==> src/mem_pkg.sv <==
// Shared bus types, load/store select codes and RAM sizing that the memory stage references by scope
`default_nettype none

package mem_pkg;

    // Bus widths
    typedef logic [63:0] data_t;
    typedef logic [63:0] addr_t;
    typedef logic [63:0] pc_t;
    typedef logic [31:0] inst_t;
    typedef logic [4:0]  regaddr_t;
    typedef logic [7:0]  wmask_t;     // One bit per byte lane
    typedef logic [2:0]  ls_sel_t;
    typedef logic [7:0]  inst_type_t;

    // Load width selects with bit 2 marking the unsigned forms
    localparam ls_sel_t LB_SEL  = 3'd0;
    localparam ls_sel_t LH_SEL  = 3'd1;
    localparam ls_sel_t LW_SEL  = 3'd2;
    localparam ls_sel_t LD_SEL  = 3'd3;
    localparam ls_sel_t LBU_SEL = 3'd4;
    localparam ls_sel_t LHU_SEL = 3'd5;
    localparam ls_sel_t LWU_SEL = 3'd6;

    // Store width selects
    localparam ls_sel_t SB_SEL = 3'd0;
    localparam ls_sel_t SH_SEL = 3'd1;
    localparam ls_sel_t SW_SEL = 3'd2;
    localparam ls_sel_t SD_SEL = 3'd3;

    // Instruction type bits
    localparam int ITYPE_STORE_BIT = 0;
    localparam int ITYPE_LOAD_BIT  = 1;

    // The only type code that enables load extraction
    localparam inst_type_t ITYPE_LOAD = inst_type_t'(1 << ITYPE_LOAD_BIT);

    // Data RAM geometry with the word index in address bits 11:3
    localparam int RAM_WORDS = 512;
    localparam int RAM_AW    = $clog2(RAM_WORDS);

endpackage

`default_nettype wire

==> src/mem_access_ctrl.sv <==
// Memory stage controller for RAM strobes, store data, writeback select and stall
`timescale 1ns/100ps
`default_nettype none

module mem_access_ctrl (
    input  wire                      rst_n_i,
    input  wire mem_pkg::inst_type_t inst_type_i,
    input  wire mem_pkg::addr_t      ls_addr_i,
    input  wire mem_pkg::data_t      rd_data_i,
    input  wire mem_pkg::data_t      load_data_i,
    input  wire mem_pkg::data_t      st_data_i,
    input  wire mem_pkg::wmask_t     st_mask_i,
    input  wire                      mem_finish_i,
    input  wire                      fence_i,
    input  wire mem_pkg::pc_t        mem_pc_i,
    input  wire mem_pkg::inst_t      mem_inst_i,

    output logic                     re_o,
    output logic                     we_o,
    output mem_pkg::addr_t           data_addr_o,
    output mem_pkg::data_t           wdata_o,
    output mem_pkg::wmask_t          wmask_o,
    output mem_pkg::data_t           rd_data_o,
    output mem_pkg::pc_t             mem_pc_o,
    output mem_pkg::inst_t           mem_inst_o,
    output logic                     fence_o,
    output logic                     mem_stall_o
);

    logic is_load;
    logic is_store;

    assign is_load  = inst_type_i[mem_pkg::ITYPE_LOAD_BIT];
    assign is_store = inst_type_i[mem_pkg::ITYPE_STORE_BIT];

    // Strobes are levels held for the whole access
    assign re_o = rst_n_i & is_load;
    assign we_o = rst_n_i & is_store;

    assign data_addr_o = rst_n_i ? ls_addr_i  : '0;
    assign mem_pc_o    = rst_n_i ? mem_pc_i   : '0;
    assign mem_inst_o  = rst_n_i ? mem_inst_i : '0;

    // Only a store puts data and lanes on the bus
    assign wdata_o = we_o ? st_data_i : '0;
    assign wmask_o = we_o ? st_mask_i : '0;

    assign rd_data_o = is_load ? load_data_i : rd_data_i;   // Load result replaces ALU value

    // Fence is only carried along and stalls for as long as it is held
    assign fence_o = fence_i;

    always_comb begin
        mem_stall_o = 1'b0;
        if (rst_n_i) begin
            mem_stall_o = ((re_o | we_o) & ~mem_finish_i) | fence_i;
        end
    end

endmodule

`default_nettype wire

==> config.mk <==
export PLATFORM = sky130hd
export DESIGN_NAME = mem_access_ctrl
export DESIGN_NICKNAME = d
export VERILOG_FILES = /design/src/mem_pkg.sv /design/src/mem_access_ctrl.sv
export SDC_FILE = /design/constraint.sdc
export NUM_CORES = 1
export LEC_CHECK = 0
export ABC_AREA = 0
export BUFFER_PORTS_ARGS = -buffer_cell sky130_fd_sc_hd__clkbuf_2
export CELL_PAD_IN_SITES_DETAIL_PLACEMENT = 1
export CELL_PAD_IN_SITES_GLOBAL_PLACEMENT = 1
export CORE_AREA = 2 2 265 267
export DETAILED_ROUTE_END_ITERATION = 8
export DIE_AREA = 0 0 267 269
export PLACE_DENSITY = 0.37
export SYNTH_ARGS = -nofsm -noshare
export SYNTH_HDL_FRONTEND = slang
export SYNTH_SLANG_ARGS = --single-unit
==> constraint.sdc <==
create_clock -name vclk -period 0.9
set_input_delay 0.09 -clock vclk [all_inputs]
set_output_delay 0.09 -clock vclk [all_outputs]
set_load 0.01 [all_outputs]
# Word-level counts from Yosys, hierarchy flattened
# Index checks and enable logic that the tools add are counted.
[totals]
register_bits = 0
out_inout_bits = 300
in_bits = 371
[op_classes]
mux = 7
bitwise_logic = 6
[ops]
columns = ["op", "n"]
rows = [
  ["two-way mux 64 bit", 4],
  ["two-way mux 32 bit", 1],
  ["two-way mux 8 bit", 1],
  ["AND 1 bit", 3],
  ["bitwise OR 1 bit", 2],
  ["two-way mux 1 bit", 1],
  ["inverter 1 bit", 1],
]

# Logic depth before layout (Yosys ltp)
[depth]
depth_word = 5
mapped_depth = 4

# Worst setup path before layout
# OpenSTA, ideal clock, no wires.
[synth_timing]
path_kind = "input to output"
from = "input port rst_n_i"
to = "output port wdata_o[10]"
t_required_ns = 0.810
n_path_buf = 3
setup_slack_ns = 0.094
arrival_ns = 0.716
path_stages = 4
path_cell_list = "buf_4 buf_4 clkbuf_2 and3_1"
[synth_between]
elab_chain_cells = 2
[synth_lines]
columns = ["item", "line_no", "source"]
rows = [
  ["start, declared", "mem_access_ctrl.sv:6", "input wire rst_n_i,"],
  ["AND 1 bit", "mem_access_ctrl.sv:38", "assign we_o = rst_n_i & is_store;"],
  ["two-way mux 64 bit", "mem_access_ctrl.sv:45", "assign wdata_o = we_o ? st_data_i : '0;"],
  ["end, declared", "mem_access_ctrl.sv:21", "output mem_pkg::data_t wdata_o,"],
]
# No other way between the ends.

# Worst setup path in the final report
[layout_timing]
from = "input port inst_type_i[1]"
to = "output port rd_data_o[60]"
[layout_between]
elab_chain_cells = 1
[layout_lines]
columns = ["item", "line_no", "source"]
rows = [
  ["start, declared", "mem_access_ctrl.sv:7", "input wire mem_pkg::inst_type_t inst_type_i,"],
  ["two-way mux 64 bit", "mem_access_ctrl.sv:48", "assign rd_data_o = is_load ? load_data_i : rd_data_i;"],
  ["end, declared", "mem_access_ctrl.sv:23", "output mem_pkg::data_t rd_data_o,"],
]
# No other way between the ends.

==> impl_metrics.env <==
export IMPL_status="complete, but fails checks"
export IMPL_violations="negative setup slack"
export IMPL_yosysWarnings=0
export IMPL_viasPerCell=2.79
export IMPL_seq_cells=0
export IMPL_grt_max_degree=41
export IMPL_fmax_ghz=0.977
export IMPL_synthCells=342
export IMPL_drt_iter0_markers=132
export IMPL_yosysTopAreaCellShare=0.392
export IMPL_grt_use_total=0.0728
export IMPL_crit_type="in2out"
export IMPL_cp_cell_sequence="buf_16, buf_12, buf_12, mux2_4, buf_6"
export IMPL_ant_nets=0
export IMPL_syn_num_nets=713
export IMPL_hold_slack_ps=479
export IMPL_fin_nets=1395
export IMPL_cts_hold_buf=0
export IMPL_critPathTopFamily="buffers and inverters"
export IMPL_n_fill_cell=8397
export IMPL_finalWirelength_mm=31.6
export IMPL_period_share=1.14
export IMPL_rows=97
export IMPL_start_kind="primary input"
export IMPL_fp_dieH_um=269
export IMPL_slew_limit_headroom=0.890
export IMPL_crit_buf_inv=4
export IMPL_hold_viol=0
export IMPL_die_width_um=267
export IMPL_min_delay_start="mem_inst_i[28]"
export IMPL_netlist_top_cell_by_area="and2_1"
export IMPL_dr_pass1_iters=4
export IMPL_cp_slowest_stage_delay_ps=290
export IMPL_ys_seq_area_frac=0
export IMPL_slew_viol_final=0
export IMPL_ir_worst_vdd_mv=0.134
export IMPL_coreArea_um2=69300
export IMPL_register_area_um2=0
export IMPL_rsz0062_at_grt="true"
export IMPL_cp_arrival_ps=930
export IMPL_gp_congestion=1.07
export IMPL_dpl_instance_area_um2=7210
export IMPL_layout_drive_gt1_share=0.842
export IMPL_clkbuf_count=0
export IMPL_port_buffers=665
export IMPL_initial_core_util=0.0373
export IMPL_grt_overflow=0
export IMPL_crit_top_cell="buf_12"
export IMPL_layout_min_cycle_time_ps=1020
export IMPL_powerDensity_nw_per_um2=473
export IMPL_post_route_cell_area_um2=8770
export IMPL_finalSetupViolations=91
export IMPL_final_cells=1963
export IMPL_drv_cap=0
export IMPL_dp_cells=1937
export IMPL_antenna_found_initial=3
export IMPL_dp_hpwl_mm=24.7
export IMPL_syn_to_final_growth_pct=239
export IMPL_yosysUniqueCellTypes=11
export IMPL_synthTopCellsByArea="and2_1 39%, mux2_4 23%, and3_1 17%"
export IMPL_die_area_um2=71800
export IMPL_required_ps=810
export IMPL_remaining_drc_errors=0
export IMPL_critPathMaxFanout=7
export IMPL_crit_slowest_cell="mux2_4"
export IMPL_p_leak_nw=4.81
export IMPL_synth_area_um2=2590
export IMPL_worst_slack_ps=-123
export IMPL_grt_pass1_vias=5753
export IMPL_tightestPinTransition_ps=165
export IMPL_mostFrequentLayoutCells="581 x clkbuf_2, 129 x and2_1, 83 x buf_6"
export IMPL_final_common_cell="clkbuf_2"
export IMPL_synth_avg_cell_area_um2=7.56
export IMPL_hold_path_class="in2out"
export IMPL_wl_per_cell_um=16.1
export IMPL_grt_pass1_wl_mm=37.7
export IMPL_end_kind="output port"
export IMPL_startpoint="inst_type_i[1]"
export IMPL_num_io_pins=671
export IMPL_setup_tns_ps=-3450
export IMPL_vias=5482
## where the power goes
group          internal, mW  switching, mW  leakage (nW)
Sequential                0              0             0
Clock           0.000000149              0    0.00000634
Combinational          2.36           1.79          4.81
## through the flow
step | utilization | setup WS [ps] | total power [mW]
detailed placement | 0.104 | -188 | 3.27
CTS | 0.113 | -130 | 3.74
floorplan | - | 93.9 | 1.35
finish | 0.127 | -123 | 4.15
global route | 0.127 | -143 | 4.42
global placement | 0.104 | -181 | 3.30
## synthesized netlist by cell type (all sizes together)
master and instances:
mux2 64, clkbuf 24, and2 162, and3 72, nand2b 1, o311a 1, buf 18
## tightest hold or removal path, cell delays in order
cell	delay, ps
clkbuf_2	80
and2_4	130
buf_6	90
## routing by layer
layer  vias up  track usage  wire length [µm]
met5         -            0                25
li1       2505            -                 -
met2       415        0.151             17400
met3        32       0.0229              3010
met1      2526       0.0677             10100
met4         4       0.0187              1060
## path summary, 6_finish.rpt
| check | endpoint | cells after the start | slack, ps |
|---|---|---|---|
| setup / recovery | rd_data_o[60] | 5 | -120 |
| hold / removal | mem_inst_o[28] | 3 | 480 |
## what timing repair did
action	4_1_cts	5_1_grt
setup buffers	1	4
cloned	13	8
pin swaps	2	14
resized for setup	74	228
setup endpoints to repair	219	151
## layout make-up
type | instances | area [µm²] | area share
Tap cell | 940 | 1180 | 0.134
Antenna cell | 1 | 2.50 | 0.000285
Timing Repair Buffer | 722 | 4920 | 0.561
Multi-Input combinational cell | 300 | 2680 | 0.305
## logic make-up (layout without fill, tap and decap cells)
kind of cell,count (synthesis),in the layout,synth area share
other,0,1,0
AOI/OAI and AO/OA,1,1,0.00387
and+or+nand+nor,235,235,0.568
muxes,64,64,0.335
buffers and inverters,42,722,0.0924
Note: power is estimated with default switching activity, not from simulation.
