[src/mem_pkg.sv]
// Shared bus types, load/store select codes and RAM sizing that the memory stage references by scope
`default_nettype none

package mem_pkg;

    // Bus widths
    typedef logic [63:0] data_t;
    typedef logic [63:0] addr_t;
    typedef logic [63:0] pc_t;
    typedef logic [31:0] inst_t;
    typedef logic [4:0]  regaddr_t;
    typedef logic [7:0]  wmask_t;     // One bit per byte lane
    typedef logic [2:0]  ls_sel_t;
    typedef logic [7:0]  inst_type_t;

    // Load width selects with bit 2 marking the unsigned forms
    localparam ls_sel_t LB_SEL  = 3'd0;
    localparam ls_sel_t LH_SEL  = 3'd1;
    localparam ls_sel_t LW_SEL  = 3'd2;
    localparam ls_sel_t LD_SEL  = 3'd3;
    localparam ls_sel_t LBU_SEL = 3'd4;
    localparam ls_sel_t LHU_SEL = 3'd5;
    localparam ls_sel_t LWU_SEL = 3'd6;

    // Store width selects
    localparam ls_sel_t SB_SEL = 3'd0;
    localparam ls_sel_t SH_SEL = 3'd1;
    localparam ls_sel_t SW_SEL = 3'd2;
    localparam ls_sel_t SD_SEL = 3'd3;

    // Instruction type bits
    localparam int ITYPE_STORE_BIT = 0;
    localparam int ITYPE_LOAD_BIT  = 1;

    // The only type code that enables load extraction
    localparam inst_type_t ITYPE_LOAD = inst_type_t'(1 << ITYPE_LOAD_BIT);

    // Data RAM geometry with the word index in address bits 11:3
    localparam int RAM_WORDS = 512;
    localparam int RAM_AW    = $clog2(RAM_WORDS);

endpackage

`default_nettype wire

[src/load_extract.sv]
// Load extractor that picks the addressed lane from a read doubleword and sign or zero extends it
`timescale 1ns/100ps
`default_nettype none

module load_extract (
    input  wire mem_pkg::data_t      rdata_i,
    input  wire [2:0]                addr_lo_i,
    input  wire mem_pkg::ls_sel_t    ls_sel_i,
    input  wire mem_pkg::inst_type_t inst_type_i,
    output mem_pkg::data_t           load_data_o
);

    logic [7:0]  pick_byte;
    logic [15:0] pick_half;
    logic [31:0] pick_word;

    always_comb begin
        case (addr_lo_i)
            3'd0:    pick_byte = rdata_i[7:0];
            3'd1:    pick_byte = rdata_i[15:8];
            3'd2:    pick_byte = rdata_i[23:16];
            3'd3:    pick_byte = rdata_i[31:24];
            3'd4:    pick_byte = rdata_i[39:32];
            3'd5:    pick_byte = rdata_i[47:40];
            3'd6:    pick_byte = rdata_i[55:48];
            default: pick_byte = rdata_i[63:56];
        endcase
    end

    always_comb begin
        case (addr_lo_i[2:1])
            2'd0:    pick_half = rdata_i[15:0];
            2'd1:    pick_half = rdata_i[31:16];
            2'd2:    pick_half = rdata_i[47:32];
            default: pick_half = rdata_i[63:48];
        endcase
    end

    assign pick_word = addr_lo_i[2] ? rdata_i[63:32] : rdata_i[31:0];

    always_comb begin
        load_data_o = '0;
        if (inst_type_i == mem_pkg::ITYPE_LOAD) begin
            case (ls_sel_i)
                mem_pkg::LB_SEL:  load_data_o = {{56{pick_byte[7]}}, pick_byte};
                mem_pkg::LH_SEL:  load_data_o = {{48{pick_half[15]}}, pick_half};
                mem_pkg::LW_SEL:  load_data_o = {{32{pick_word[31]}}, pick_word};
                mem_pkg::LD_SEL:  load_data_o = rdata_i;   // Whole doubleword
                mem_pkg::LBU_SEL: load_data_o = {56'd0, pick_byte};
                mem_pkg::LHU_SEL: load_data_o = {48'd0, pick_half};
                mem_pkg::LWU_SEL: load_data_o = {32'd0, pick_word};
                default:          load_data_o = '0;
            endcase
        end
    end

endmodule

`default_nettype wire

[config.mk]
export PLATFORM = sky130hd
export DESIGN_NAME = load_extract
export DESIGN_NICKNAME = d
export VERILOG_FILES = /design/src/mem_pkg.sv /design/src/load_extract.sv
export SDC_FILE = /design/constraint.sdc
export NUM_CORES = 1
export LEC_CHECK = 0
export ABC_AREA = 1
export BUFFER_PORTS_ARGS = -buffer_cell sky130_fd_sc_hd__buf_2
export CAP_MARGIN = 30
export CORE_MARGIN = 2
export CORE_UTILIZATION = 43
export DETAILED_ROUTE_END_ITERATION = 6
export PLACE_DENSITY_LB_ADDON = 0.12
export SYNTH_ARGS = -nofsm -noshare
export SYNTH_HDL_FRONTEND = slang
export SYNTH_SLANG_ARGS = --single-unit
[constraint.sdc]
create_clock -name vclk -period 1.8
set_input_delay 0.27 -clock vclk [all_inputs]
set_output_delay 0.27 -clock vclk [all_outputs]
set_load 0.005 [all_outputs]
After elaboration in Yosys (flattened, before gate mapping)
Index checks and enable logic that the tools add are counted.

Register bits: 0. Input port bits: 78. Output and inout port bits: 64. Word-level logic and storage cells: 23.

Eq/ne operators: 15. Mux-type cells: 5. Reduce and logical (&&, ||, !) cells: 3.

Operator list (number): 64-bit case mux with 7 select lines (1); 64-bit two-way mux (1); 8-bit case mux with 7 select lines (1); 16-bit case mux with 3 select lines (1); 32-bit two-way mux (1); 3-bit == test, second input constant (6); 3-bit by 2-bit == test with 1-bit output, second input constant (4); 8-bit by 2-bit == test with 1-bit output, second input constant (1); 3-bit by 1-bit == test with 1-bit output, second input constant (2); 3-bit zero test (2); 2-bit by 1-bit == test with 1-bit output, second input constant (1); 2-bit == test, second input constant (1); 2-bit zero test (1).

Logic depth before layout (Yosys ltp)
Gate-level depths: netlist of run 1.

Depth after elaboration: 4. Depth in mapped cells: 13. Gate-level depth less buffers: 10.

Worst setup path after synthesis of run 1
No wires, ideal clock.

Path type: input to output. From: input port addr_lo_i[2]. To: output port load_data_o[47]. Arrival time: 1.462 ns. Required time: 1.530 ns. Setup slack: 0.068 ns. Cell stages on the path: 11. Buffers on the path: 3. Cell sequence: buf_4 > nand2_2 > buf_6 > inv_2 > nand2_1 > nand4_1 > a21oi_2 > buf_4 > nand3_1 > nand2_1 > inv_1.

Word-level cells in the longest chain between the ends: 4. Elaborated cells between the ends (all ways): 15. Those cells by class: eq/ne (8); mux (5); reduce/logical (2).

RTL lines: from (decl) (RTL line load_extract.sv:7) `input wire [2:0] addr_lo_i,`; 3-bit == test (tied with other cells) (RTL line load_extract.sv:18) `case (addr_lo_i)`; 8-bit case mux with 7 select lines / 16-bit case mux with 3 select lines (equally long branches) (RTL line load_extract.sv:18, load_extract.sv:31); 64-bit case mux with 7 select lines (*) (RTL line load_extract.sv:44) `case (ls_sel_i)`; 64-bit two-way mux (*) (RTL line load_extract.sv:43) `if (inst_type_i == mem_pkg::ITYPE_LOAD) begin`; to (decl) (RTL line load_extract.sv:10) `output mem_pkg::data_t load_data_o`.

Every way passes the cells marked *; elsewhere a longest branch is shown, timed or not.

Worst setup path after layout of run 1
From: input port addr_lo_i[2]. To: output port load_data_o[48].

Same word-level chain as after synthesis.

==> results of run 1 <==
Yosys cell counts, types with 6 or more instances:
master    count  area share, %
a21oi_1      33            6.3
nor2_1       27            3.8
nand2_1     226             32
nand3_2      10            3.8
buf_6         7            3.0
nand4_1      10            2.4
buf_4         6            1.7
inv_1       101             14
nand3_1      77             15
buf_2        11            2.1
clkbuf_1     10            1.4
o21ai_0      43            8.2
layout by cell type, fill, tap and decap left out, types with 2 or more instances in the layout:
master,Yosys,routed
nand2_4,0,3
nor2_1,27,19
o22ai_1,2,2
nand2_1,226,211
a21oi_2,1,9
buf_12,0,9
a21oi_1,33,24
o21ai_1,0,10
o21ai_0,43,32
buf_6,7,10
nor2_2,4,8
inv_1,101,95
nand3_1,77,44
inv_8,0,2
nand4_1,10,10
buf_2,11,136
inv_2,4,7
buf_16,0,2
buf_8,0,4
nand2_2,2,13
clkbuf_16,0,6
nor2_4,1,5
clkbuf_4,0,2
buf_4,6,60
nand3_4,0,2
nand3_2,10,41
cell type report:
cell class / instances / area [um2]
repair buffers: 229 / 1700
multi-input cells: 445 / 2400
fillers: 475 / 1310
inverters: 105 / 413
well taps: 75 / 93.8
worst max-delay path, cell delays in order:
cell,delay (ns)
buf_12,0.10
buf_12,0.13
nor2_8,0.04
nand2_2,0.06
nand4_1,0.23
a21oi_4,0.27
buf_12,0.16
clkbuf_16,0.15
nand3_2,0.05
nand2_1,0.07
inv_1,0.04
buf_2,0.11
what timing repair did:
action	4_1_cts	5_1_grt
pin swaps	5	29
setup buffers	6	6
cloned	2	7
gates resized for setup	36	101
endpoints found under the setup margin	64	64
hold endpoints to repair	0	0
power by group through the flow:
stage          sequential, uW  combinational [uW]  clock (uW)
2_1_floorplan               0                 385           0
4_1_cts                     0                 768           0
6_report                    0                 950           0
5_1_grt                     0                1010           0
3_3_place_gp                0                 699           0
3_5_place_dp                0                 704           0
final timing paths:
check          from              end  slack [ns]  cells past startpoint
max    addr_lo_i[2]  load_data_o[48]       -0.17                     12
min     rdata_i[41]  load_data_o[41]        0.93                      6
cell families after synthesis:
group / count (synthesis) / share of synthesized area, %
and+or+nand+nor: 363 / 60.5
buffers and inverters: 139 / 23.1
AOI/OAI and AO/OA: 82 / 16.4
layer usage:
layer	track usage [%]	part of all wire, %	routed length, um
met5	0	0	0
met4	6.67	2.7	378
met3	2.50	12	1710
met2	57.4	45	6360
met1	47.7	40	5590
metrics by stage:
step                      hold slack [ns]  instance area, um2  TNS (ns)  power, uW
final                               0.929                4610     -6.82        950
after global routing                0.970                4610     -8.78       1010
after CTS                           0.928                4020     -1.26        768
after detailed placement            0.926                3790     -4.74        704
after global placement              0.918                3790     -4.11        699
after floorplan                     0.694                2640         0        385
==> flow_summary.yaml, run 1 <==
detailed_routing:
  drc: 0
  routed_wl_um: 14000
  drtIter0Drc: 542
  routedWlPerCell_um: 16.4
  ant_nets: 0
  vias: 4702
  viasPerCell: 5.51
  dr.pass1.iters: 5
cells_and_area:
  diodes: 0
  syn2layout_area_growth_pct: 74.5
  stdcell_count: 854
  drive_above_1_share_pct: 42.2
  n_clock_buffer: 0
  seq_area_um2: 0
  nFlopsAndLatches: 0
  final_util_pct: 77.8
  final_nets: 859
global_route:
  grt_max_degree: 50
  grt_pass1_vias: 3667
  grt_remaining_overflow: 0
  antenna_found_initial: 0
  grt_use_total_pct: 34.2
  grt_pass1_wl_um: 18100
power:
  switching_share_pct: 56.1
  power_density_nw_per_um2: 206
  internal_power_uw: 417
  clkPwrFrac_pct: 0
  p_seq_share_pct: 0
  peakVddDrop_mv: 0.136
  p_leak_uw: 0.00313
  netSwitchingPower_uw: 533
  power_frac_comb_pct: 100.0
floorplan:
  ioPinCount: 142
  die_area_um2: 6780
  core_um2: 5920
  fp-row-count: 28
  start_util_pct: 44.6
  die_h_um: 82.4
  die_w_um: 82.4
cts:
  hold_buffers: 0
place:
  gp_congestion: 0.990
  pre_cts_ws_ns: -0.155
  dp_hpwl_um: 9310
  dpl.cell_count: 834
  io_buffers: 142
sta:
  rsz0062_at_grt: "yes"
  finalMaxSlewViolations: 0
  fmax_mhz: 508
  finalCriticalPeriod_ns: 1.97
  worst_slew_pin_slew_ns: 0.325
  slew-limit-headroom_pct: 78.2
  period_share_pct: 109
  worst_slack_ns: -0.168
  setup-violations-final: 58
  hold_viol_final: 0
setup_path:
  crit_type: "input pin to output port"
  start_kind: "input pin"
  worstPathMaxFanout: 8
  end_kind: "output port"
  required_ns: 1.53
  arrival_ns: 1.70
logic_synthesis:
  synthCells: 584
  ys_seq_area_share_pct: 0
  synth.avg_cell_area_um2: 4.52
  synth_nets: 662
  synth_cell_types: 26
  synth_area_um2: 2640
  ys_warn_count: 0
outcome:
  outcome: "finished, violations left"
  failed_checks: "negative setup slack"
worst_hold_path:
  holdCritPathClass: "input pin to output port"
job:
  drv_cap: 0
Note: power is estimated with default switching activity, not from simulation.
==> run 2: changes to the inputs <==
--- a/config.mk
+++ b/config.mk
@@ -9,7 +9,7 @@
 export BUFFER_PORTS_ARGS = -buffer_cell sky130_fd_sc_hd__buf_2
 export CAP_MARGIN = 30
 export CORE_MARGIN = 2
-export CORE_UTILIZATION = 43
+export CORE_UTILIZATION = 48
 export DETAILED_ROUTE_END_ITERATION = 6
 export PLACE_DENSITY_LB_ADDON = 0.12
 export SYNTH_ARGS = -nofsm -noshare
==> constraint.sdc (replaced) <==
create_clock -name vclk -period 1.85
set_input_delay 0.2775 -clock vclk [all_inputs]
set_output_delay 0.2775 -clock vclk [all_outputs]
set_load 0.005 [all_outputs]
==> run 2 against run 1 <==
  * The run still ends with negative setup slack left
  * Hold slack better by 0.016 ns
  * Setup slack better by 0.051 ns
  * Global-route usage is 4.8 points higher
  * Total power is 9.4% lower
  * Critical path depth is 1 higher
  * Combinational power is 9.5% lower
  * Routed wire length is 1.0% lower
  * Final cell count is 1.5% lower
  * Via count is 2.6% higher
  * Count of clock-buffer cells in the layout stayed put
  * First-iteration DRC count is 4.2% higher
  * Critical path type unchanged
==> flow_summary.yaml, run 2 (synthesis results as in run 1) <==
outcome:
  outcome: "finished, violations left"
  failed_checks: "negative setup slack"
worst_hold_path:
  min-delay-start: "rdata_i[59]"
  holdCritPathClass: "input pin to output port"
  hold_end: "load_data_o[59]"
  whs_path_depth: 6
cells_and_area:
  seq_area_um2: 0
  n_clock_buffer: 0
  syn2layout_area_growth_pct: 64.5
  nFlopsAndLatches: 0
  layout_common_cells: "nand2_1 (218), buf_2 (136), inv_1 (94)"
  final_util_pct: 80.4
  final_nets: 849
  nFillCells: 401
  multi_input_area_um2: 2260
  final_common_cell: "nand2_1"
  diodes: 0
  drive_above_1_share_pct: 37.7
floorplan:
  die_w_um: 78.2
  start_util_pct: 48.8
  die_area_um2: 6110
  core_um2: 5410
  die_h_um: 78.2
  fp-row-count: 27
  ioPinCount: 142
global_route:
  grt_use_total_pct: 39.0
  grt_remaining_overflow: 0
  grt_pass1_vias: 4160
  grt_pass1_wl_um: 19700
  antenna_found_initial: 0
  grt_max_degree: 50
sta:
  period_share_pct: 106
  finalCriticalPeriod_ns: 1.97
  setup-violations-final: 40
  finalMaxSlewViolations: 0
  worst_slew_pin_slew_ns: 0.334
  slew-limit-headroom_pct: 77.5
  hold_viol_final: 0
  rsz0062_at_grt: "yes"
  fmax_mhz: 508
  worst_slack_ns: -0.117
job:
  drv_cap: 0
place:
  dp_hpwl_um: 9280
  io_buffers: 142
  gp_congestion: 1.00
detailed_routing:
  ant_nets: 0
  dr.pass1.iters: 5
  routed_wl_um: 13900
  drc: 0
  drtIter0Drc: 565
  routedWlPerCell_um: 16.5
  vias: 4825
  viasPerCell: 5.74
setup_path:
  required_ns: 1.57
  crit_type: "input pin to output port"
  worstPathMaxFanout: 8
  cp_top_family: "buffers and inverters"
  arrival_ns: 1.69
  slowest_delay_ns: 0.16
  worstPathCellList: "buf_12 > buf_4 > nand3_1 > nand2_1 > nor2_1 > nand3_2 > nand2_4 > buf_12 > buf_6 > nand3_2 > nand2_1 > inv_1 > buf_2"
  end_kind: "output port"
  path_depth: 13
  slowest_stage: "nor2_1"
  start_kind: "input pin"
  path_buf_inv: 6
power:
  power.total_uw: 860
  p_leak_uw: 0.00300
  peakVddDrop_mv: 0.139
  power_density_nw_per_um2: 198
cts:
  hold_buffers: 0
==> run 2: cell types whose count changed in the layout (fill, tap and decap cells not counted), moves of 4 or more <==
cell and delta:
a21oi_2 -5, a21oi_1 +5, nand3_2 -12, nor2_1 +6, buf_4 -7, nand3_1 +13
nand2_2 -7, nor2_2 -4, o21ai_1 -4, nand2_1 +7
==> run 2: what timing repair did <==
| item | 4_1_cts | 5_1_grt |
|---|---|---|
| buffers inserted | 14 | 3 |
| pin swaps | 13 | 12 |
| resized for setup | 50 | 53 |
| endpoints found under the setup margin | 55 | 62 |
| cloned | 2 | 6 |
==> run 2: worst min-delay path, cell delays in order <==
cell and delay (ns):
buf_2 0.10, nand2_1 0.05, nand3_1 0.07, nand2_1 0.04
inv_1 0.04, buf_2 0.09
==> run 2: worst max-delay path by stage <==
stage,startpoint,endpoint
final,addr_lo_i[2],load_data_o[52]
after global routing,ls_sel_i[0],load_data_o[17]
after CTS,addr_lo_i[2],load_data_o[46]
after detailed placement,addr_lo_i[2],load_data_o[46]
after global placement,addr_lo_i[2],load_data_o[54]
after floorplan,addr_lo_i[2],load_data_o[47]
==> run 2: per-stage QoR <==
step	area [um2]	instances	setup TNS [ns]	hold WS [ns]	setup WS, ns
2_1_floorplan	2640	584	0	0.709	0.103
4_1_cts	4070	834	-0.255	0.945	-0.0394
3_3_place_gp	3710	819	-3.86	0.931	-0.110
6_report	4340	841	-1.23	0.944	-0.117
3_5_place_dp	3710	819	-4.59	0.942	-0.129
5_1_grt	4340	841	-4.36	0.983	-0.201
==> run 2: cell type report <==
| cell class | count | area share [%] |
|---|---|---|
| repair buffers | 219 | 36.5 |
| well taps | 72 | 2.07 |
| inverters | 105 | 9.42 |
| multi-input cells | 445 | 52.0 |
==> run 2: where the power goes <==
group,switching (uW),internal (uW)
combinational,494,367
sequential,0,0
clock,0,0
==> run 2: metal layers <==
layer	wire length (um)	part of all wire (%)	global-route usage, %	vias to the layer above
met1	5230	38	50.9	2127
met2	6160	44	66.7	395
met5	0	0	0	-
met3	1680	12	4.71	99
met4	810	5.8	11.8	0
li1	-	-	-	2204
